`src/rv_isa_pkg.sv`:
```
// RV32I word and register-index types, opcode and funct3 constants
package rv_isa_pkg;

    typedef logic [31:0] word_t;    // Data, address or instruction word
    typedef logic [4:0]  reg_idx_t;
    typedef logic [2:0]  funct3_t;
    typedef logic [4:0]  opcode_t;  // instr[6:2]

    ////////////////////////////////////////
    // Major opcodes
    ////////////////////////////////////////

    localparam opcode_t OPC_LUI    = 5'b01101;
    localparam opcode_t OPC_AUIPC  = 5'b00101;
    localparam opcode_t OPC_JAL    = 5'b11011;
    localparam opcode_t OPC_JALR   = 5'b11001;
    localparam opcode_t OPC_BRANCH = 5'b11000;
    localparam opcode_t OPC_LOAD   = 5'b00000;
    localparam opcode_t OPC_STORE  = 5'b01000;
    localparam opcode_t OPC_OP_IMM = 5'b00100;
    localparam opcode_t OPC_OP     = 5'b01100;

    ////////////////////////////////////////
    // funct3 encodings
    ////////////////////////////////////////

    // Branch compares
    localparam funct3_t F3_BEQ  = 3'b000;
    localparam funct3_t F3_BNE  = 3'b001;
    localparam funct3_t F3_BLT  = 3'b100;
    localparam funct3_t F3_BGE  = 3'b101;
    localparam funct3_t F3_BLTU = 3'b110;
    localparam funct3_t F3_BGEU = 3'b111;

    // OP and OP-IMM
    localparam funct3_t F3_ADD  = 3'b000;  // Also sub for OP with bit 30
    localparam funct3_t F3_SLL  = 3'b001;
    localparam funct3_t F3_SLT  = 3'b010;
    localparam funct3_t F3_SLTU = 3'b011;
    localparam funct3_t F3_XOR  = 3'b100;
    localparam funct3_t F3_SRL  = 3'b101;  // sra when bit 30 set
    localparam funct3_t F3_OR   = 3'b110;
    localparam funct3_t F3_AND  = 3'b111;

endpackage

```
`src/exec_pkg.sv`:
```
// Execute-stage types: instruction class, memory parameter field, shift amount
package exec_pkg;

    ////////////////////////////////////////
    // Instruction class
    ////////////////////////////////////////

    // One-hot, all zero for a no-op
    typedef logic [3:0] instr_class_t;

    localparam int CLS_ALU   = 0;  // LUI, AUIPC, OP-IMM, OP
    localparam int CLS_JDIR  = 1;  // JAL, JALR
    localparam int CLS_JCOND = 2;  // BRANCH
    localparam int CLS_MEM   = 3;  // LOAD, STORE

    ////////////////////////////////////////
    // Memory request parameters
    ////////////////////////////////////////

    // {rd[4:0], funct3[2:0], store}
    typedef logic [8:0] mem_para_t;

    // Shift amount for sll/srl/sra
    typedef logic [4:0] shamt_t;

endpackage

```
`src/instr_decode.sv`:
```
// Instruction classification, register selects and immediate generation
module instr_decode
    import rv_isa_pkg::*, exec_pkg::*;
(
    input  word_t        instr,
    input  logic         vld,
    output instr_class_t iclass,
    output reg_idx_t     rd_sel,
    output reg_idx_t     rs0_sel,
    output reg_idx_t     rs1_sel,
    output word_t        imm
);

    opcode_t  opcode;
    reg_idx_t rd_field;
    reg_idx_t rs0_field;
    reg_idx_t rs1_field;
    word_t    imm_i;
    word_t    imm_s;
    word_t    imm_b;
    word_t    imm_u;
    word_t    imm_j;

    assign opcode    = instr[6:2];
    assign rd_field  = instr[11:7];
    assign rs0_field = instr[19:15];
    assign rs1_field = instr[24:20];

    ////////////////////////////////////////
    // Immediates
    ////////////////////////////////////////

    assign imm_i = {{21{instr[31]}}, instr[30:20]};
    assign imm_s = {{21{instr[31]}}, instr[30:25], instr[11:7]};
    assign imm_b = {{20{instr[31]}}, instr[7], instr[30:25], instr[11:8], 1'b0};
    assign imm_u = {instr[31:12], 12'b0};
    assign imm_j = {{12{instr[31]}}, instr[19:12], instr[20], instr[30:21], 1'b0};

    always_comb
    begin
        case (opcode)
            OPC_LUI, OPC_AUIPC:                imm = imm_u;
            OPC_JAL:                           imm = imm_j;
            OPC_JALR, OPC_LOAD, OPC_OP_IMM:    imm = imm_i;
            OPC_BRANCH:                        imm = imm_b;
            OPC_STORE:                         imm = imm_s;
            default:                           imm = '0;
        endcase
    end

    ////////////////////////////////////////
    // Class and register selects
    ////////////////////////////////////////

    always_comb
    begin
        iclass  = '0;   // No-op unless matched below
        rd_sel  = '0;
        rs0_sel = '0;
        rs1_sel = '0;
        if (vld && instr[1:0] == 2'b11)
        begin
            case (opcode)
                OPC_LUI, OPC_AUIPC:
                begin
                    iclass[CLS_ALU] = 1'b1;
                    rd_sel          = rd_field;   // rs0 stays x0 for LUI
                end
                OPC_JAL:
                begin
                    iclass[CLS_JDIR] = 1'b1;
                    rd_sel           = rd_field;
                end
                OPC_JALR:
                begin
                    iclass[CLS_JDIR] = 1'b1;
                    rd_sel           = rd_field;
                    rs0_sel          = rs0_field;
                end
                OPC_BRANCH:
                begin
                    iclass[CLS_JCOND] = 1'b1;
                    rs0_sel           = rs0_field;
                    rs1_sel           = rs1_field;
                end
                OPC_LOAD:
                begin
                    iclass[CLS_MEM] = 1'b1;
                    rs0_sel         = rs0_field;  // rd goes out in mem_para
                end
                OPC_STORE:
                begin
                    iclass[CLS_MEM] = 1'b1;
                    rs0_sel         = rs0_field;
                    rs1_sel         = rs1_field;
                end
                OPC_OP_IMM:
                begin
                    iclass[CLS_ALU] = 1'b1;
                    rd_sel          = rd_field;
                    rs0_sel         = rs0_field;
                end
                OPC_OP:
                begin
                    iclass[CLS_ALU] = 1'b1;
                    rd_sel          = rd_field;
                    rs0_sel         = rs0_field;
                    rs1_sel         = rs1_field;
                end
                default:
                begin
                    iclass = '0;
                end
            endcase
        end
    end

endmodule

```
`src/alu.sv`:
```
// Operand selection and register result computation
module alu
    import rv_isa_pkg::*, exec_pkg::*;
(
    input  word_t instr,
    input  word_t pc,
    input  word_t rs0_word,
    input  word_t rs1_word,
    input  word_t imm,
    output word_t rg_result
);

    opcode_t opcode;
    funct3_t funct3;
    word_t   operand1;
    word_t   operand2;
    word_t   sum;
    word_t   shift_left;
    word_t   shift_right;
    shamt_t  shamt;
    logic    is_sub;
    logic    is_arith;
    logic    lt_signed;
    logic    lt_unsigned;

    assign opcode = instr[6:2];
    assign funct3 = instr[14:12];

    ////////////////////////////////////////
    // Operands
    ////////////////////////////////////////

    always_comb
    begin
        case (opcode)
            OPC_AUIPC, OPC_JAL, OPC_JALR: operand1 = pc;
            default:                      operand1 = rs0_word;
        endcase
    end

    always_comb
    begin
        case (opcode)
            OPC_LUI, OPC_AUIPC: operand2 = imm;         // U immediate
            OPC_JAL, OPC_JALR:  operand2 = 32'd4;       // Link value
            OPC_OP_IMM:         operand2 = imm;         // I immediate
            default:            operand2 = rs1_word;
        endcase
    end

    ////////////////////////////////////////
    // Function units
    ////////////////////////////////////////

    assign is_sub   = (opcode == OPC_OP) && instr[30];
    assign is_arith = instr[30];
    assign sum      = is_sub ? (operand1 - operand2) : (operand1 + operand2);

    assign shamt       = operand2[4:0];
    assign shift_left  = operand1 << shamt;
    assign shift_right = is_arith ? word_t'($signed(operand1) >>> shamt) : (operand1 >> shamt);

    assign lt_signed   = $signed(operand1) < $signed(operand2);
    assign lt_unsigned = operand1 < operand2;

    always_comb
    begin
        rg_result = sum;    // LUI, AUIPC and links
        if (opcode == OPC_OP || opcode == OPC_OP_IMM)
        begin
            case (funct3)
                F3_ADD:  rg_result = sum;
                F3_SLL:  rg_result = shift_left;
                F3_SLT:  rg_result = {31'b0, lt_signed};
                F3_SLTU: rg_result = {31'b0, lt_unsigned};
                F3_XOR:  rg_result = operand1 ^ operand2;
                F3_SRL:  rg_result = shift_right;
                F3_OR:   rg_result = operand1 | operand2;
                F3_AND:  rg_result = operand1 & operand2;
                default: rg_result = sum;
            endcase
        end
    end

endmodule

```
`src/branch_unit.sv`:
```
// Branch condition evaluation and jump target computation
module branch_unit
    import rv_isa_pkg::*, exec_pkg::*;
(
    input  word_t        instr,
    input  word_t        pc,
    input  word_t        rs0_word,
    input  word_t        rs1_word,
    input  word_t        imm,
    input  instr_class_t iclass,
    output logic         jump_vld,
    output word_t        jump_pc
);

    funct3_t funct3;
    word_t   base;
    logic    taken;

    assign funct3 = instr[14:12];

    always_comb
    begin
        case (funct3)
            F3_BEQ:  taken = (rs0_word == rs1_word);
            F3_BNE:  taken = (rs0_word != rs1_word);
            F3_BLT:  taken = $signed(rs0_word) < $signed(rs1_word);
            F3_BGE:  taken = $signed(rs0_word) >= $signed(rs1_word);
            F3_BLTU: taken = rs0_word < rs1_word;
            F3_BGEU: taken = rs0_word >= rs1_word;
            default: taken = 1'b0;  // Reserved encodings never branch
        endcase
    end

    assign jump_vld = iclass[CLS_JDIR] | (iclass[CLS_JCOND] & taken);

    // JALR is register relative, JAL and branches pc relative
    assign base    = (instr[6:2] == OPC_JALR) ? rs0_word : pc;
    assign jump_pc = base + imm;

endmodule

```
`src/mem_agu.sv`:
```
// Load/store address, write data and memory parameter generation
module mem_agu
    import rv_isa_pkg::*, exec_pkg::*;
(
    input  word_t        instr,
    input  word_t        rs0_word,
    input  word_t        rs1_word,
    input  word_t        imm,
    input  instr_class_t iclass,
    output logic         mem_vld,
    output word_t        mem_addr,
    output word_t        mem_wdata,
    output mem_para_t    mem_para
);

    reg_idx_t dest;
    funct3_t  size;
    logic     is_store;

    assign dest     = instr[11:7];
    assign size     = instr[14:12];   // Width and sign of the access
    assign is_store = instr[5];       // Set in the STORE opcode only

    assign mem_vld   = iclass[CLS_MEM];
    assign mem_addr  = rs0_word + imm;  // I imm for loads, S imm for stores
    assign mem_wdata = rs1_word;
    assign mem_para  = {dest, size, is_store};

endmodule

```
`src/exec_result_reg.sv`:
```
// Output register stage for all execute results
module exec_result_reg
    import rv_isa_pkg::*, exec_pkg::*;
(
    input  logic      clk,
    input  logic      reset,

    input  logic      jump_vld_next,
    input  word_t     jump_pc_next,
    input  reg_idx_t  rd_sel,
    input  word_t     rg_result,
    input  logic      mem_vld_next,
    input  mem_para_t mem_para_next,
    input  word_t     mem_addr_next,
    input  word_t     mem_wdata_next,

    output logic      jump_vld,
    output word_t     jump_pc,
    output reg_idx_t  rg_sel,
    output word_t     rg_data,
    output logic      mem_vld,
    output mem_para_t mem_para,
    output word_t     mem_addr,
    output word_t     mem_wdata
);

    always_ff @(posedge clk)
    begin
        if (reset)
        begin
            jump_vld  <= 1'b0;
            jump_pc   <= '0;
            rg_sel    <= '0;    // x0, no register write
            rg_data   <= '0;
            mem_vld   <= 1'b0;
            mem_para  <= '0;
            mem_addr  <= '0;
            mem_wdata <= '0;
        end
        else
        begin
            jump_vld  <= jump_vld_next;
            jump_pc   <= jump_pc_next;
            rg_sel    <= rd_sel;
            rg_data   <= rg_result;
            mem_vld   <= mem_vld_next;
            mem_para  <= mem_para_next;
            mem_addr  <= mem_addr_next;
            mem_wdata <= mem_wdata_next;
        end
    end

endmodule

```
`src/exec_unit.sv`:
```
// Execute stage top level: decode, ALU, branch unit, AGU and output register
module exec_unit
    import rv_isa_pkg::*, exec_pkg::*;
(
    input  logic      clk,
    input  logic      reset,

    // From issue
    input  word_t     instr,
    input  word_t     pc,
    input  logic      vld,

    // Register file, answered in the same cycle
    output reg_idx_t  rs0_sel,
    output reg_idx_t  rs1_sel,
    input  word_t     rs0_word,
    input  word_t     rs1_word,

    // To fetch
    output logic      jump_vld,
    output word_t     jump_pc,

    // Register write back
    output reg_idx_t  rg_sel,
    output word_t     rg_data,

    // To memory buffer
    output logic      mem_vld,
    output mem_para_t mem_para,
    output word_t     mem_addr,
    output word_t     mem_wdata
);

    instr_class_t iclass;
    reg_idx_t     rd_sel;
    word_t        imm;
    word_t        rg_result;
    logic         br_jump_vld;
    word_t        br_jump_pc;
    logic         agu_mem_vld;
    word_t        agu_mem_addr;
    word_t        agu_mem_wdata;
    mem_para_t    agu_mem_para;

    instr_decode u_decode (
        .instr   (instr),
        .vld     (vld),
        .iclass  (iclass),
        .rd_sel  (rd_sel),
        .rs0_sel (rs0_sel),
        .rs1_sel (rs1_sel),
        .imm     (imm)
    );

    alu u_alu (
        .instr     (instr),
        .pc        (pc),
        .rs0_word  (rs0_word),
        .rs1_word  (rs1_word),
        .imm       (imm),
        .rg_result (rg_result)
    );

    branch_unit u_branch (
        .instr    (instr),
        .pc       (pc),
        .rs0_word (rs0_word),
        .rs1_word (rs1_word),
        .imm      (imm),
        .iclass   (iclass),
        .jump_vld (br_jump_vld),
        .jump_pc  (br_jump_pc)
    );

    mem_agu u_agu (
        .instr     (instr),
        .rs0_word  (rs0_word),
        .rs1_word  (rs1_word),
        .imm       (imm),
        .iclass    (iclass),
        .mem_vld   (agu_mem_vld),
        .mem_addr  (agu_mem_addr),
        .mem_wdata (agu_mem_wdata),
        .mem_para  (agu_mem_para)
    );

    exec_result_reg u_result (
        .clk            (clk),
        .reset          (reset),
        .jump_vld_next  (br_jump_vld),
        .jump_pc_next   (br_jump_pc),
        .rd_sel         (rd_sel),
        .rg_result      (rg_result),
        .mem_vld_next   (agu_mem_vld),
        .mem_para_next  (agu_mem_para),
        .mem_addr_next  (agu_mem_addr),
        .mem_wdata_next (agu_mem_wdata),
        .jump_vld       (jump_vld),
        .jump_pc        (jump_pc),
        .rg_sel         (rg_sel),
        .rg_data        (rg_data),
        .mem_vld        (mem_vld),
        .mem_para       (mem_para),
        .mem_addr       (mem_addr),
        .mem_wdata      (mem_wdata)
    );

endmodule

```
`config.mk`:
```
export PLATFORM = sky130hd
export DESIGN_NAME = exec_unit
export DESIGN_NICKNAME = d
export VERILOG_FILES = /design/src/rv_isa_pkg.sv /design/src/exec_pkg.sv /design/src/instr_decode.sv /design/src/alu.sv /design/src/branch_unit.sv /design/src/mem_agu.sv /design/src/exec_result_reg.sv /design/src/exec_unit.sv
export SDC_FILE = /design/constraint.sdc
export NUM_CORES = 1
export LEC_CHECK = 0
export BUFFER_PORTS_ARGS = -buffer_cell sky130_fd_sc_hd__clkbuf_2
export CAP_MARGIN = 20
export CORE_MARGIN = 10
export CORE_UTILIZATION = 35
export DETAILED_ROUTE_END_ITERATION = 8
export SLEW_MARGIN = 40
export SYNTH_ARGS = -nofsm -noshare
export SYNTH_HDL_FRONTEND = slang
export SYNTH_SLANG_ARGS = --single-unit
export TNS_END_PERCENT = 100
```
`constraint.sdc`:
```
create_clock -name clk -period 4.9 [get_ports clk]
set_clock_uncertainty 0.2 [all_clocks]
set_input_delay 0.245 -clock clk [delete_from_list [all_inputs] [get_ports clk]]
set_output_delay 0.245 -clock clk [all_outputs]
set_load 0.02 [all_outputs]
```
==> tab_implementation.tex, run 1 <==
\begin{tabular}{lr}
\hline
Metric & Value \\
\hline
\multicolumn{2}{l}{\textbf{Critical path}} \\
Largest fanout of any net on the critical path & 16 \\
Top cell by count, worst path & sky130\_fd\_sc\_hd\_\_buf\_4 \\
Slowest stage cell, crit path & sky130\_fd\_sc\_hd\_\_o41ai\_1 \\
Crit path launch type & input port \\
Crit path launch & instr[6] \\
Top cell family by delay on the critical path & compound AO/OA/AOI/OAI gates \\
Path type of the worst setup path & input port to flip-flop \\
Total stage count of the critical path & 18 \\
Series of cell instances along the critical path & clkbuf\_2 -> or3\_1 -> a21oi\_1 -> o21ai\_1 -> buf\_4 -> a21oi\_1 -> a31oi\_1 -> ha\_1 -> buf\_4 -> o41ai\_1 -> a31oi\_1 -> o31ai\_1 -> o311ai\_0 -> buf\_4 -> nand3\_1 -> o21ai\_0 -> xnor2\_1 -> a221oi\_1 \\
Worst Setup End Kind & flip-flop \\
Required time at the worst-slack endpoint & between 5000 and 6000 ps \\
Buffers \& Inverters on Critical Path & 4 \\
Worst path max stage delay & approximately 540 ps \\
Critical path destination & u\_result.rg\_data[27] \\
Data arrival time of the critical path & slightly below 5000 ps \\
\multicolumn{2}{l}{\textbf{Yosys}} \\
Main combinational cell family by area after synthesis & compound AO/OA/AOI/OAI gates \\
Multiplexer share of the synthesized area & roughly an eighth \\
Post-synthesis compound-gate area fraction & about 27\% \\
Xor/xnor share of the synthesized area & $\sim$3.8\% \\
Unique cell type count in the Yosys netlist & between 80 and 90 \\
Adder-cell share of the synthesized area & $\sim$14\% \\
Total of flip-flops plus latches after synthesis & about 140 \\
Number of nets produced by synthesis & between 2,000 and 3,000 \\
Post-synthesis area per instance & $\sim$7.3 µm² \\
Post-Synthesis Cell Area & 0.01755 mm² \\
Synth area leaders & sky130\_fd\_sc\_hd\_\_dfxtp\_1 16\%, sky130\_fd\_sc\_hd\_\_ha\_1 14\%, sky130\_fd\_sc\_hd\_\_mux2i\_1 8.2\% \\
Cells after Synth & about 2,400 \\
Most repeated cell in the gate-level netlist after synthesis & sky130\_fd\_sc\_hd\_\_nor2\_1 \\
Most used DFF post-synth & sky130\_fd\_sc\_hd\_\_dfxtp\_1 \\
Share of synthesized registers carrying an async set or reset & 0\% \\
Area share of and/or/nand/nor cells after synthesis & 19.63\% \\
Area fraction of the dominant cell type after synthesis & about 16\% \\
Most numerous cell types in the synthesized netlist & 238 x sky130\_fd\_sc\_hd\_\_nor2\_1, 230 x sky130\_fd\_sc\_hd\_\_nand2\_1, 197 x sky130\_fd\_sc\_hd\_\_a21oi\_1 \\
Cell type with the largest total area after synthesis & sky130\_fd\_sc\_hd\_\_dfxtp\_1 \\
Number of enable flip-flop cells after synthesis & 0 \\
Synth Warn \# & 0 \\
Sequential share of the synthesized area & 16.42\% \\
\multicolumn{2}{l}{\textbf{Layout}} \\
Layout Cell Area excl Fill & approximately 0.021 mm² \\
Fill cell total of the finished layout & between 5,000 and 6,000 \\
Area growth, synth to finish & 22.20\% \\
Diode insertion count for antenna repair & 0 \\
Fin util & between 40\% and 50\% \\
Multi-input combinational cell area & approximately 0.014 mm² \\
Fraction of layout instances using a drive strength above 1 & between 20\% and 30\% \\
Number of nets in the finished design & 3,073 \\
Storage element area & just under 0.003 mm² \\
\multicolumn{2}{l}{\textbf{Floorplan}} \\
Floorplan die width & around 240 µm \\
I/O pin count & approximately 290 \\
Overall die height & roughly 240 µm \\
Die area & approximately 0.06 mm² \\
Core Box Area & around 0.05 mm² \\
Initial core utilization & 35.21\% \\
Cell Rows & between 80 and 90 \\
\multicolumn{2}{l}{\textbf{Timing}} \\
Final Cycle Share & between 90\% and 100\% \\
Final Hold Viols & 0 \\
Setup violators final & 0 \\
Clock period minus final worst setup slack & $\sim$4600 ps \\
Final number of max-transition violations & 0 \\
Remaining max-slew budget at the tightest pin & a little over a third \\
RSZ-0062 raised after global routing & no \\
Slew at the pin with the worst max-slew slack & about 960 ps \\
Highest Clock Rate & about 220 MHz \\
\multicolumn{2}{l}{\textbf{Clock tree}} \\
PostCTS Resize Cnt & 0 \\
\# hold bufs at CTS & 40 \\
Clock slew at reported path FFs & around 80 ps \\
Clock tree sinks & approximately 140 \\
H-tree depth & 4 \\
Library cell used as clock root buffer & sky130\_fd\_sc\_hd\_\_clkbuf\_16 \\
TritonCTS clock tree & built \\
Clock buffer count from CTS & 17 \\
Clock tree buffer depth & 2 \\
Setup Fix Bufs, Post-CTS & 0 \\
\multicolumn{2}{l}{\textbf{Placed design}} \\
Total cell area at the placement stage & roughly 0.02 mm² \\
Number of input and output port buffers inserted & around 280 \\
Routability congestion estimate from global placement & 1.033 \\
Final HPWL DP & around 71,000 µm \\
\multicolumn{2}{l}{\textbf{Power and ir drop}} \\
Worst ir drop on vdd & roughly 0.26 mV \\
Total power divided by cell area & 258.5 mW/mm² \\
Total power consumption of the routed design & roughly 5.5 mW \\
Leakage dissipation & roughly 10 nW \\
\multicolumn{2}{l}{\textbf{Outcome}} \\
Outcome & finished, final reports clean \\
\multicolumn{2}{l}{\textbf{Global route}} \\
Overall routing resource usage & between 20 and 30\% \\
Met2 global-route usage & between 40 and 50\% \\
Gr ovfl total & 0 \\
GRT busiest layer & met2 \\
Vias in the first global route & between 15,000 and 20,000 \\
Met3 Use GR & $\sim$5.4\% \\
Initial antenna violation count & 1 \\
Global Route met1 Usage & 37.79\% \\
First-pass GRT wire length & approximately 130,000 µm \\
Largest net degree at the start of global routing & approximately 100 \\
\multicolumn{2}{l}{\textbf{Detailed routing}} \\
First-pass iteration count of the detailed router & 6 \\
DR DRC count & 0 \\
Vias per Instance & 5.950 \\
Vias after detailed routing & 20,420 \\
Final wirelength & between 80,000 and 90,000 µm \\
Wire per inst & between 20 and 30 µm \\
Post-detailed-route count of antenna-violating nets & 0 \\
Initial DRC Count & approximately 3,000 \\
\multicolumn{2}{l}{\textbf{Min path}} \\
Number of cells on the worst hold path & 2 \\
Classification of the worst-slack hold path & input port to flip-flop \\
\multicolumn{2}{l}{\textbf{Run}} \\
Maxcap violations & 0 \\
\hline
\end{tabular}
==> final cells by class <==
class | instances | share of cell area, %
multi-input combinational | 1956 | 62.95
timing repair buffer | 481 | 14.27
sequential | 144 | 13.44
tap | 672 | 3.920
inverter | 147 | 2.572
clock buffer | 18 | 2.047
clock inverter | 14 | 0.7991
==> report_power, final <==
group | switching [mW] | total (mW) | internal, mW
Clock | 0.674 | 1.46 | 0.781
Combinational | 1.77 | 2.74 | 0.978
Sequential | 0.0489 | 1.35 | 1.30
Total | 2.49 | 5.55 | 3.06
==> cells in the final DEF, fill, tap and decap left out, drive strengths merged, types with 16 or more instances in the layout <==
| master | synthesis | routed |
|---|---|---|
| clkbuf | 86 | 302 |
| nor2 | 239 | 239 |
| nand2 | 230 | 230 |
| a21oi | 197 | 197 |
| ha | 191 | 191 |
| o21ai | 163 | 163 |
| buf | 63 | 157 |
| inv | 146 | 154 |
| mux2i | 149 | 149 |
| dfxtp | 144 | 144 |
| nand3 | 63 | 63 |
| nor3 | 55 | 55 |
| mux2 | 54 | 54 |
| xnor2 | 51 | 51 |
| a31oi | 49 | 49 |
| a211oi | 48 | 48 |
| o211ai | 44 | 44 |
| dlygate4sd3 | 0 | 40 |
| nor2b | 36 | 36 |
| a21o | 35 | 35 |
| a221oi | 32 | 32 |
| o21a | 27 | 27 |
| xor2 | 25 | 25 |
| o21bai | 22 | 22 |
| and2 | 20 | 20 |
| nand2b | 19 | 19 |
| nor4 | 16 | 16 |
==> per-stage QoR <==
stage                     std cells  setup slack (ps)  setup TNS (ps)  hold slack, ps
after floorplan                2396             365.0               0           166.7
after global placement         3358            -59.63          -117.9           297.0
after detailed placement       3359            -7.320          -12.59           299.7
after CTS                      3431             463.0               0           7.013
after global routing           3432             78.31               0           25.00
final                          3432             263.7               0           19.68
==> worst min path at each step <==
stage | from | to | slack (ps)
finish | instr[14] | u_result.mem_para[3] | 20
global route | instr[14] | u_result.mem_para[3] | 30
CTS | instr[14] | u_result.mem_para[3] | 7
detailed placement | instr[9] | u_result.rg_sel[2] | 300
global placement | instr[8] | u_result.rg_sel[1] | 300
floorplan | instr[7] | u_result.rg_sel[0] | 170
==> layer usage <==
layer	wire length [µm]	up-vias	share of wire (%)
li1	-	9364	-
met5	0	-	0
met3	8367	159	9.5
met2	38820	1211	44
met1	37530	9685	43
met4	3494	0	4.0
==> logic make-up after synthesis <==
logic type / after synthesis
xor+xnor: 76
mux: 203
flops: 144
compound gates: 733
fa+ha+maj: 195
simple gates: 749
buf+inv: 296
==> sequential cells by signal, indices dropped and copies added (netlist names) <==
name	flops
u_result.jump_pc	32
u_result.jump_vld	1
u_result.mem_addr	32
u_result.mem_vld	1
u_result.rg_sel	5
u_result.rg_data	32
u_result.mem_wdata	32
u_result.mem_para	9
(Power assumes the default switching activity.)
==> run 2: changes to the inputs <==
--- a/config.mk
+++ b/config.mk
@@ -5,7 +5,7 @@
 export SDC_FILE = /design/constraint.sdc
 export NUM_CORES = 1
 export LEC_CHECK = 0
-export BUFFER_PORTS_ARGS = -buffer_cell sky130_fd_sc_hd__clkbuf_2
+export BUFFER_PORTS_ARGS = -buffer_cell sky130_fd_sc_hd__buf_2
 export CAP_MARGIN = 20
 export CORE_MARGIN = 10
 export CORE_UTILIZATION = 35
==> tab_implementation.tex, run 2 (same netlist as run 1, synthesis figures left out) <==
\begin{tabular}{lr}
\hline
Metric & Value \\
\hline
\multicolumn{2}{l}{\textbf{Layout}} \\
Most frequent cells in the layout & 283 x sky130\_fd\_sc\_hd\_\_buf\_2, 237 x sky130\_fd\_sc\_hd\_\_nor2\_1, 229 x sky130\_fd\_sc\_hd\_\_nand2\_1 (was 284 x sky130\_fd\_sc\_hd\_\_clkbuf\_2, 237 x sky130\_fd\_sc\_hd\_\_nor2\_1, 229 x sky130\_fd\_sc\_hd\_\_nand2\_1) \\
Fraction of layout instances using a drive strength above 1 & 21.33\% (was 20.72\%) \\
Number of nets in the finished design & 3,103 (was 3,073) \\
Number of non-filler instances in the completed layout & 3,466 (was 3,432) \\
Area growth, synth to finish & 23.53\% (was 22.20\%) \\
Most common cell after layout, fill and taps aside & sky130\_fd\_sc\_hd\_\_buf\_2 (was sky130\_fd\_sc\_hd\_\_clkbuf\_2) \\
\multicolumn{2}{l}{\textbf{Critical path}} \\
Path type of the worst setup path & input port to flip-flop (unchanged) \\
Slowest stage cell, crit path & sky130\_fd\_sc\_hd\_\_mux2i\_1 (was sky130\_fd\_sc\_hd\_\_o41ai\_1) \\
Series of cell instances along the critical path & buf\_2 -> and3b\_1 -> o21ai\_4 -> buf\_4 -> buf\_12 -> buf\_4 -> mux2i\_1 -> inv\_1 -> ha\_1 -> inv\_1 -> nand2\_1 -> or3\_1 -> or3b\_2 -> a31oi\_1 -> buf\_4 -> o311a\_1 -> a21oi\_1 -> o211ai\_1 -> xnor2\_1 -> a21oi\_1 (was clkbuf\_2 -> or3\_1 -> a21oi\_1 -> o21ai\_1 -> buf\_4 -> a21oi\_1 -> a31oi\_1 -> ha\_1 -> buf\_4 -> o41ai\_1 -> a31oi\_1 -> o31ai\_1 -> o311ai\_0 -> buf\_4 -> nand3\_1 -> o21ai\_0 -> xnor2\_1 -> a221oi\_1) \\
Data arrival time of the critical path & 4720 ps (was 4810 ps) \\
Worst path max stage delay & 540 ps (about the same) \\
Largest fanout of any net on the critical path & 19 (was 16) \\
Required time at the worst-slack endpoint & 5070 ps (was 5080 ps) \\
Top cell by count, worst path & sky130\_fd\_sc\_hd\_\_buf\_4 (unchanged) \\
Crit path launch type & input port (unchanged) \\
Worst Setup End Kind & flip-flop (unchanged) \\
\multicolumn{2}{l}{\textbf{Global route}} \\
First-pass GRT wire length & 132,200 µm (was 128,100 µm) \\
Vias in the first global route & 19,860 (was 19,600) \\
Gr ovfl total & 0 (unchanged) \\
Overall routing resource usage & 29.25\% (was 28.32\%) \\
Initial antenna violation count & 6 (was 1) \\
Largest net degree at the start of global routing & 73 (was 102) \\
\multicolumn{2}{l}{\textbf{Timing}} \\
Clock period minus final worst setup slack & 4552 ps (was 4636 ps) \\
Total negative slack for setup checks & 0 ps (unchanged) \\
Final Hold Viols & 0 (unchanged) \\
Slew at the pin with the worst max-slew slack & 794.9 ps (was 958.6 ps) \\
Highest Clock Rate & 219.7 MHz (was 215.7 MHz) \\
Final Cycle Share & 92.89\% (was 94.62\%) \\
RSZ-0062 raised after global routing & no (unchanged) \\
Remaining max-slew budget at the tightest pin & 46.81\% (was 35.42\%) \\
Final number of max-transition violations & 0 (unchanged) \\
Setup violators final & 0 (unchanged) \\
\multicolumn{2}{l}{\textbf{Power and ir drop}} \\
Total power divided by cell area & 253.1 mW/mm² (was 258.5 mW/mm²) \\
Worst ir drop on vdd & 0.2711 mV (was 0.2588 mV) \\
Leakage dissipation & 10.47 nW (was 10.29 nW) \\
\multicolumn{2}{l}{\textbf{Detailed routing}} \\
First-pass iteration count of the detailed router & 6 (unchanged) \\
Final wirelength & 90,990 µm (was 88,210 µm) \\
Post-detailed-route count of antenna-violating nets & 0 (unchanged) \\
Wire per inst & 26.25 µm (was 25.70 µm) \\
DR DRC count & 0 (unchanged) \\
Initial DRC Count & 2,290 (was 3,036) \\
Vias after detailed routing & 20,580 (was 20,420) \\
Vias per Instance & 5.936 (was 5.950) \\
\multicolumn{2}{l}{\textbf{Clock tree}} \\
Clock buffer count from CTS & 17 (unchanged) \\
Clock tree buffer depth & 2 (unchanged) \\
H-tree depth & 4 (unchanged) \\
TritonCTS clock tree & built (unchanged) \\
Setup Fix Bufs, Post-CTS & 0 (unchanged) \\
Library cell used as clock root buffer & sky130\_fd\_sc\_hd\_\_clkbuf\_16 (unchanged) \\
PostCTS Resize Cnt & 0 (unchanged) \\
Clock tree sinks & 144 (unchanged) \\
\# hold bufs at CTS & 43 (was 40) \\
Clock slew at reported path FFs & 80 ps (about the same) \\
\multicolumn{2}{l}{\textbf{Floorplan}} \\
I/O pin count & 285 (unchanged) \\
Core Box Area & 0.04986 mm² (unchanged) \\
Initial core utilization & 35.21\% (unchanged) \\
Cell Rows & 82 (unchanged) \\
Overall die height & 244.0 µm (unchanged) \\
Floorplan die width & 244.0 µm (unchanged) \\
Die area & 0.05951 mm² (unchanged) \\
\multicolumn{2}{l}{\textbf{Outcome}} \\
Outcome & finished, final reports clean (unchanged) \\
\multicolumn{2}{l}{\textbf{Run}} \\
Maxcap violations & 0 (unchanged) \\
\multicolumn{2}{l}{\textbf{Placed design}} \\
Number of placed cells counting well taps & 3,387 (was 3,359) \\
Final HPWL DP & 73,710 µm (was 71,150 µm) \\
Number of input and output port buffers inserted & 284 (unchanged) \\
Routability congestion estimate from global placement & 1.032 (was 1.033) \\
\multicolumn{2}{l}{\textbf{Min path}} \\
Number of cells on the worst hold path & 4 (was 2) \\
Classification of the worst-slack hold path & input port to flip-flop (unchanged) \\
Hold Path Origin & rs0\_word[1] (was instr[14]) \\
Hold path endpoint & u\_result.mem\_addr[1] (was u\_result.mem\_para[3]) \\
\hline
\end{tabular}
-- run 2: cell types whose count changed in the layout (fill, tap and decap cells not counted), sizes merged --
cell | before | now
clkinvlp | 2 | 1
inv | 154 | 150
dlygate4sd3 | 40 | 43
diode | 0 | 5
clkinv | 3 | 5
clkbuf | 302 | 20
buf | 157 | 468
-- run 2: per-layer routing --
metal	up-vias	global-route usage, %	share of wire, %
met1	9797	38.09	43
li1	9431	-	-
met2	1170	46.22	44
met4	4	11.91	4.1
met3	173	6.235	8.9
met5	-	0	0.070
-- run 2: where the power goes --
group / total (mW) / switching [mW] / internal, mW
registers: 1.35 / 0.0483 / 1.30
clock network: 1.37 / 0.606 / 0.764
logic: 2.77 / 1.77 / 1.00
-- run 2: worst max-delay path by stage --
stage | startpoint | to | slack, ps | cells past startpoint
finish | instr[4] | u_result.rg_data[30] | 350 | 20
global route | instr[2] | u_result.jump_pc[30] | 200 | 18
CTS | instr[4] | u_result.rg_data[30] | 520 | 20
detailed placement | instr[4] | u_result.rg_data[30] | -6 | 20
global placement | instr[2] | u_result.jump_pc[25] | 120 | 18
floorplan | instr[2] | u_result.rg_data[31] | 360 | 19
-- run 2: through the flow --
step | hold WS (ps) | setup WS (ps) | power (mW) | utilization (%) | instance area [µm²]
2_1_floorplan | 166.7 | 365.0 | 2.958 | - | 17550
3_3_place_gp | 287.6 | 116.6 | 4.049 | 41.40 | 20640
3_5_place_dp | 294.7 | -5.516 | 4.037 | 41.43 | 20660
4_1_cts | 19.94 | 524.0 | 5.457 | 43.45 | 21660
5_1_grt | 79.41 | 199.7 | 5.744 | 43.47 | 21680
6_report | 40.71 | 348.3 | 5.488 | 43.49 | 21680
-- run 2: worst max-delay path: cells and delay by family --
kind | cells | cell delay [ps]
buf+inv | 7 | 1250
compound gates | 6 | 1060
mux | 1 | 540
xor+xnor | 1 | 140
simple gates | 4 | 1150
fa+ha+maj | 1 | 320
-- run 2: final cells by class --
type / instances / area, µm²
fillers: 5212 / 28180
multi-input cells: 1956 / 13500
repair buffers: 511 / 3326
flip-flops and latches: 144 / 2883
well taps: 672 / 840.8
inverters: 147 / 551.8
clock buffers: 20 / 446.7
clock inverters: 11 / 128.9
diodes: 5 / 12.51
==> run 3: changes to the inputs <==
==> constraint.sdc (replaced) <==
create_clock -name clk -period 4.9 [get_ports clk]
set_clock_uncertainty 0.2 [all_clocks]
set_input_delay 1.47 -clock clk [delete_from_list [all_inputs] [get_ports clk]]
set_output_delay 1.47 -clock clk [all_outputs]
set_load 0.02 [all_outputs]
==> tab_implementation.tex, run 3 (same netlist as run 1, synthesis figures left out) <==
\begin{tabular}{lr}
\hline
Metric & Value \\
\hline
\multicolumn{2}{l}{\textbf{Detailed routing}} \\
Post-detailed-route count of antenna-violating nets & 0 (unchanged) \\
Final wirelength & 98,480 µm (was 90,990 µm) \\
Vias after detailed routing & 22,770 (was 20,580) \\
Initial DRC Count & 2,098 (was 2,290) \\
Vias per Instance & 5.757 (was 5.936) \\
DR DRC count & 0 (unchanged) \\
First-pass iteration count of the detailed router & 5 (was 6) \\
Wire per inst & 24.90 µm (was 26.25 µm) \\
\multicolumn{2}{l}{\textbf{Placed design}} \\
Total cell area at the placement stage & 0.02500 mm² (was 0.02066 mm²) \\
Worst setup slack before clock tree synthesis & -849.3 ps (was -5.516 ps) \\
Routability congestion estimate from global placement & 1.037 (was 1.032) \\
Number of input and output port buffers inserted & 284 (unchanged) \\
Final HPWL DP & 80,120 µm (was 73,710 µm) \\
Number of placed cells counting well taps & 3,873 (was 3,387) \\
\multicolumn{2}{l}{\textbf{Clock tree}} \\
Clock buffer count from CTS & 17 (unchanged) \\
Clock slew at reported path FFs & 80 ps (about the same) \\
TritonCTS clock tree & built (unchanged) \\
Clock tree buffer depth & 2 (unchanged) \\
H-tree depth & 4 (unchanged) \\
Clock tree sinks & 144 (unchanged) \\
\# hold bufs at CTS & 0 (was 43) \\
Library cell used as clock root buffer & sky130\_fd\_sc\_hd\_\_clkbuf\_16 (unchanged) \\
\multicolumn{2}{l}{\textbf{Critical path}} \\
Data arrival time of the critical path & 5230 ps (was 4720 ps) \\
Path type of the worst setup path & input port to flip-flop (unchanged) \\
Critical path destination & u\_result.rg\_data[28] (was u\_result.rg\_data[30]) \\
Required time at the worst-slack endpoint & 5110 ps (was 5070 ps) \\
Crit path launch type & input port (unchanged) \\
Crit path launch & instr[6] (was instr[4]) \\
Worst Setup End Kind & flip-flop (unchanged) \\
Largest fanout of any net on the critical path & 11 (was 19) \\
\multicolumn{2}{l}{\textbf{Power and ir drop}} \\
Relative contribution of combinational cells to total power & 56.8\% (was 50.5\%) \\
Leakage dissipation & 13.16 nW (was 10.47 nW) \\
Switching share of power & 43.07\% (was 44.13\%) \\
Share of total power in the clock network & 22.0\% (was 25.0\%) \\
Total power divided by cell area & 233.4 mW/mm² (was 253.1 mW/mm²) \\
Worst ir drop on vdd & 0.2687 mV (was 0.2711 mV) \\
Psw & 2.741 mW (was 2.422 mW) \\
Sequential share of power & 21.1\% (was 24.5\%) \\
Int Pwr & 3.624 mW (was 3.066 mW) \\
\multicolumn{2}{l}{\textbf{Timing}} \\
Worst slack on hold paths & 1029 ps (was 40.71 ps) \\
Slew at the pin with the worst max-slew slack & 791.6 ps (was 794.9 ps) \\
Remaining max-slew budget at the tightest pin & 47.23\% (was 46.81\%) \\
Final Cycle Share & 102.5\% (was 92.89\%) \\
Final Worst Setup Slack & -123.5 ps (was 348.3 ps) \\
Highest Clock Rate & 199.1 MHz (was 219.7 MHz) \\
Clock period minus final worst setup slack & 5024 ps (was 4552 ps) \\
Final number of max-transition violations & 0 (unchanged) \\
Final Hold Viols & 0 (unchanged) \\
RSZ-0062 raised after global routing & yes (was no) \\
Setup violators final & 8 (was 0) \\
\multicolumn{2}{l}{\textbf{Global route}} \\
Largest net degree at the start of global routing & 104 (was 73) \\
First-pass GRT wire length & 142,800 µm (was 132,200 µm) \\
Vias in the first global route & 22,230 (was 19,860) \\
Overall routing resource usage & 31.33\% (was 29.25\%) \\
Initial antenna violation count & 2 (was 6) \\
Gr ovfl total & 0 (unchanged) \\
\multicolumn{2}{l}{\textbf{Floorplan}} \\
I/O pin count & 285 (unchanged) \\
Overall die height & 244.0 µm (unchanged) \\
Core Box Area & 0.04986 mm² (unchanged) \\
Floorplan die width & 244.0 µm (unchanged) \\
Cell Rows & 82 (unchanged) \\
Die area & 0.05951 mm² (unchanged) \\
Initial core utilization & 35.21\% (unchanged) \\
\multicolumn{2}{l}{\textbf{Layout}} \\
Most common cell after layout, fill and taps aside & sky130\_fd\_sc\_hd\_\_buf\_4 (was sky130\_fd\_sc\_hd\_\_buf\_2) \\
Number of nets in the finished design & 3,596 (was 3,103) \\
Storage element area & 0.002883 mm² (unchanged) \\
Fin util & 54.70\% (was 43.49\%) \\
Layout Cell Area excl Fill & 0.02727 mm² (was 0.02168 mm²) \\
Multi-input combinational cell area & 0.01523 mm² (was 0.01350 mm²) \\
Most frequent cells in the layout & 687 x sky130\_fd\_sc\_hd\_\_buf\_4, 278 x sky130\_fd\_sc\_hd\_\_buf\_2, 232 x sky130\_fd\_sc\_hd\_\_nor2\_1 (was 283 x sky130\_fd\_sc\_hd\_\_buf\_2, 237 x sky130\_fd\_sc\_hd\_\_nor2\_1, 229 x sky130\_fd\_sc\_hd\_\_nand2\_1) \\
Area growth, synth to finish & 55.37\% (was 23.53\%) \\
Fill cell total of the finished layout & 4,762 (was 5,212) \\
Number of non-filler instances in the completed layout & 3,955 (was 3,466) \\
Diode insertion count for antenna repair & 0 (was 5) \\
Fraction of layout instances using a drive strength above 1 & 41.36\% (was 21.33\%) \\
\multicolumn{2}{l}{\textbf{Min path}} \\
Classification of the worst-slack hold path & input port to flip-flop (unchanged) \\
\multicolumn{2}{l}{\textbf{Run}} \\
Maxcap violations & 0 (unchanged) \\
\multicolumn{2}{l}{\textbf{Outcome}} \\
Outcome & finished, violations left (was finished, final reports clean) \\
Failing checks & setup timing \\
\hline
\end{tabular}
[run 3: cell types whose count changed in the layout (fill, tap and decap cells not counted), sizes merged]
cell,previous run,this run
clkinvlp,1,4
clkbuf,20,19
buf,468,1003
diode,5,0
dlygate4sd3,43,0
[run 3: worst min-delay path by stage]
stage,to,startpoint,cells after the start
final,u_result.rg_sel[1],instr[8],2
after global routing,u_result.rg_sel[1],instr[8],2
after CTS,u_result.rg_sel[1],instr[8],2
after detailed placement,u_result.rg_sel[1],instr[8],2
after global placement,u_result.rg_sel[1],instr[8],2
after floorplan,u_result.rg_sel[0],instr[7],1
[run 3: cell type report]
type | count | share of cell area [%]
Multi-Input combinational cell | 1956 | 55.83
Timing Repair Buffer | 1004 | 26.29
Sequential cell | 144 | 10.57
Tap cell | 672 | 3.083
Inverter | 147 | 2.055
Clock buffer | 18 | 1.610
Clock inverter | 14 | 0.5597
[run 3: metal layers]
layer | routed length [µm] | vias up | GRT usage, %
li1 | - | 10410 | -
met1 | 41150 | 10890 | 40.31
met2 | 43460 | 1229 | 49.51
met3 | 8004 | 240 | 5.123
met4 | 5847 | 2 | 16.69
met5 | 16 | - | 0
[run 3: critical path, stage by stage]
cell and delay [ps]:
sky130_fd_sc_hd__buf_6 130, sky130_fd_sc_hd__and3b_1 210, sky130_fd_sc_hd__o21ai_4 200, sky130_fd_sc_hd__buf_12 170
sky130_fd_sc_hd__buf_16 150, sky130_fd_sc_hd__buf_12 150, sky130_fd_sc_hd__buf_6 140, sky130_fd_sc_hd__mux2i_4 260
sky130_fd_sc_hd__inv_2 80, sky130_fd_sc_hd__ha_4 270, sky130_fd_sc_hd__or2_2 320, sky130_fd_sc_hd__a21oi_2 140
sky130_fd_sc_hd__nand2b_4 150, sky130_fd_sc_hd__nand2b_4 150, sky130_fd_sc_hd__o21ai_2 80, sky130_fd_sc_hd__o311a_1 380
sky130_fd_sc_hd__a311o_1 370, sky130_fd_sc_hd__xnor2_2 170, sky130_fd_sc_hd__a221oi_2 240
[run 3: power by group through the flow]
stage | sequential, mW | clock [mW] | combinational [mW]
final | 1.35 | 1.40 | 3.62
after global routing | 1.35 | 1.46 | 3.82
after CTS | 1.35 | 1.43 | 3.35
after detailed placement | 1.37 | 0 | 3.26
after global placement | 1.37 | 0 | 3.26
after floorplan | 1.52 | 0 | 1.56
[run 3: timing repair]
action | in CTS | in global routing
setup endpoints to repair | 35 | 45
gates resized for setup | 69 | 178
gates cloned | 1 | 1
buffers inserted | 30 | 20
pin swaps | 46 | 89
hold endpoints to repair | 0 | 0
[run 3: metrics by stage]
| stage | TNS, ps | total power, mW |
|---|---|---|
| 3_3_place_gp | -30800 | 4.631 |
| 2_1_floorplan | -2906 | 3.077 |
| 5_1_grt | -2407 | 6.642 |
| 3_5_place_dp | -34200 | 4.626 |
| 6_report | -308.6 | 6.365 |
| 4_1_cts | -86.48 | 6.127 |
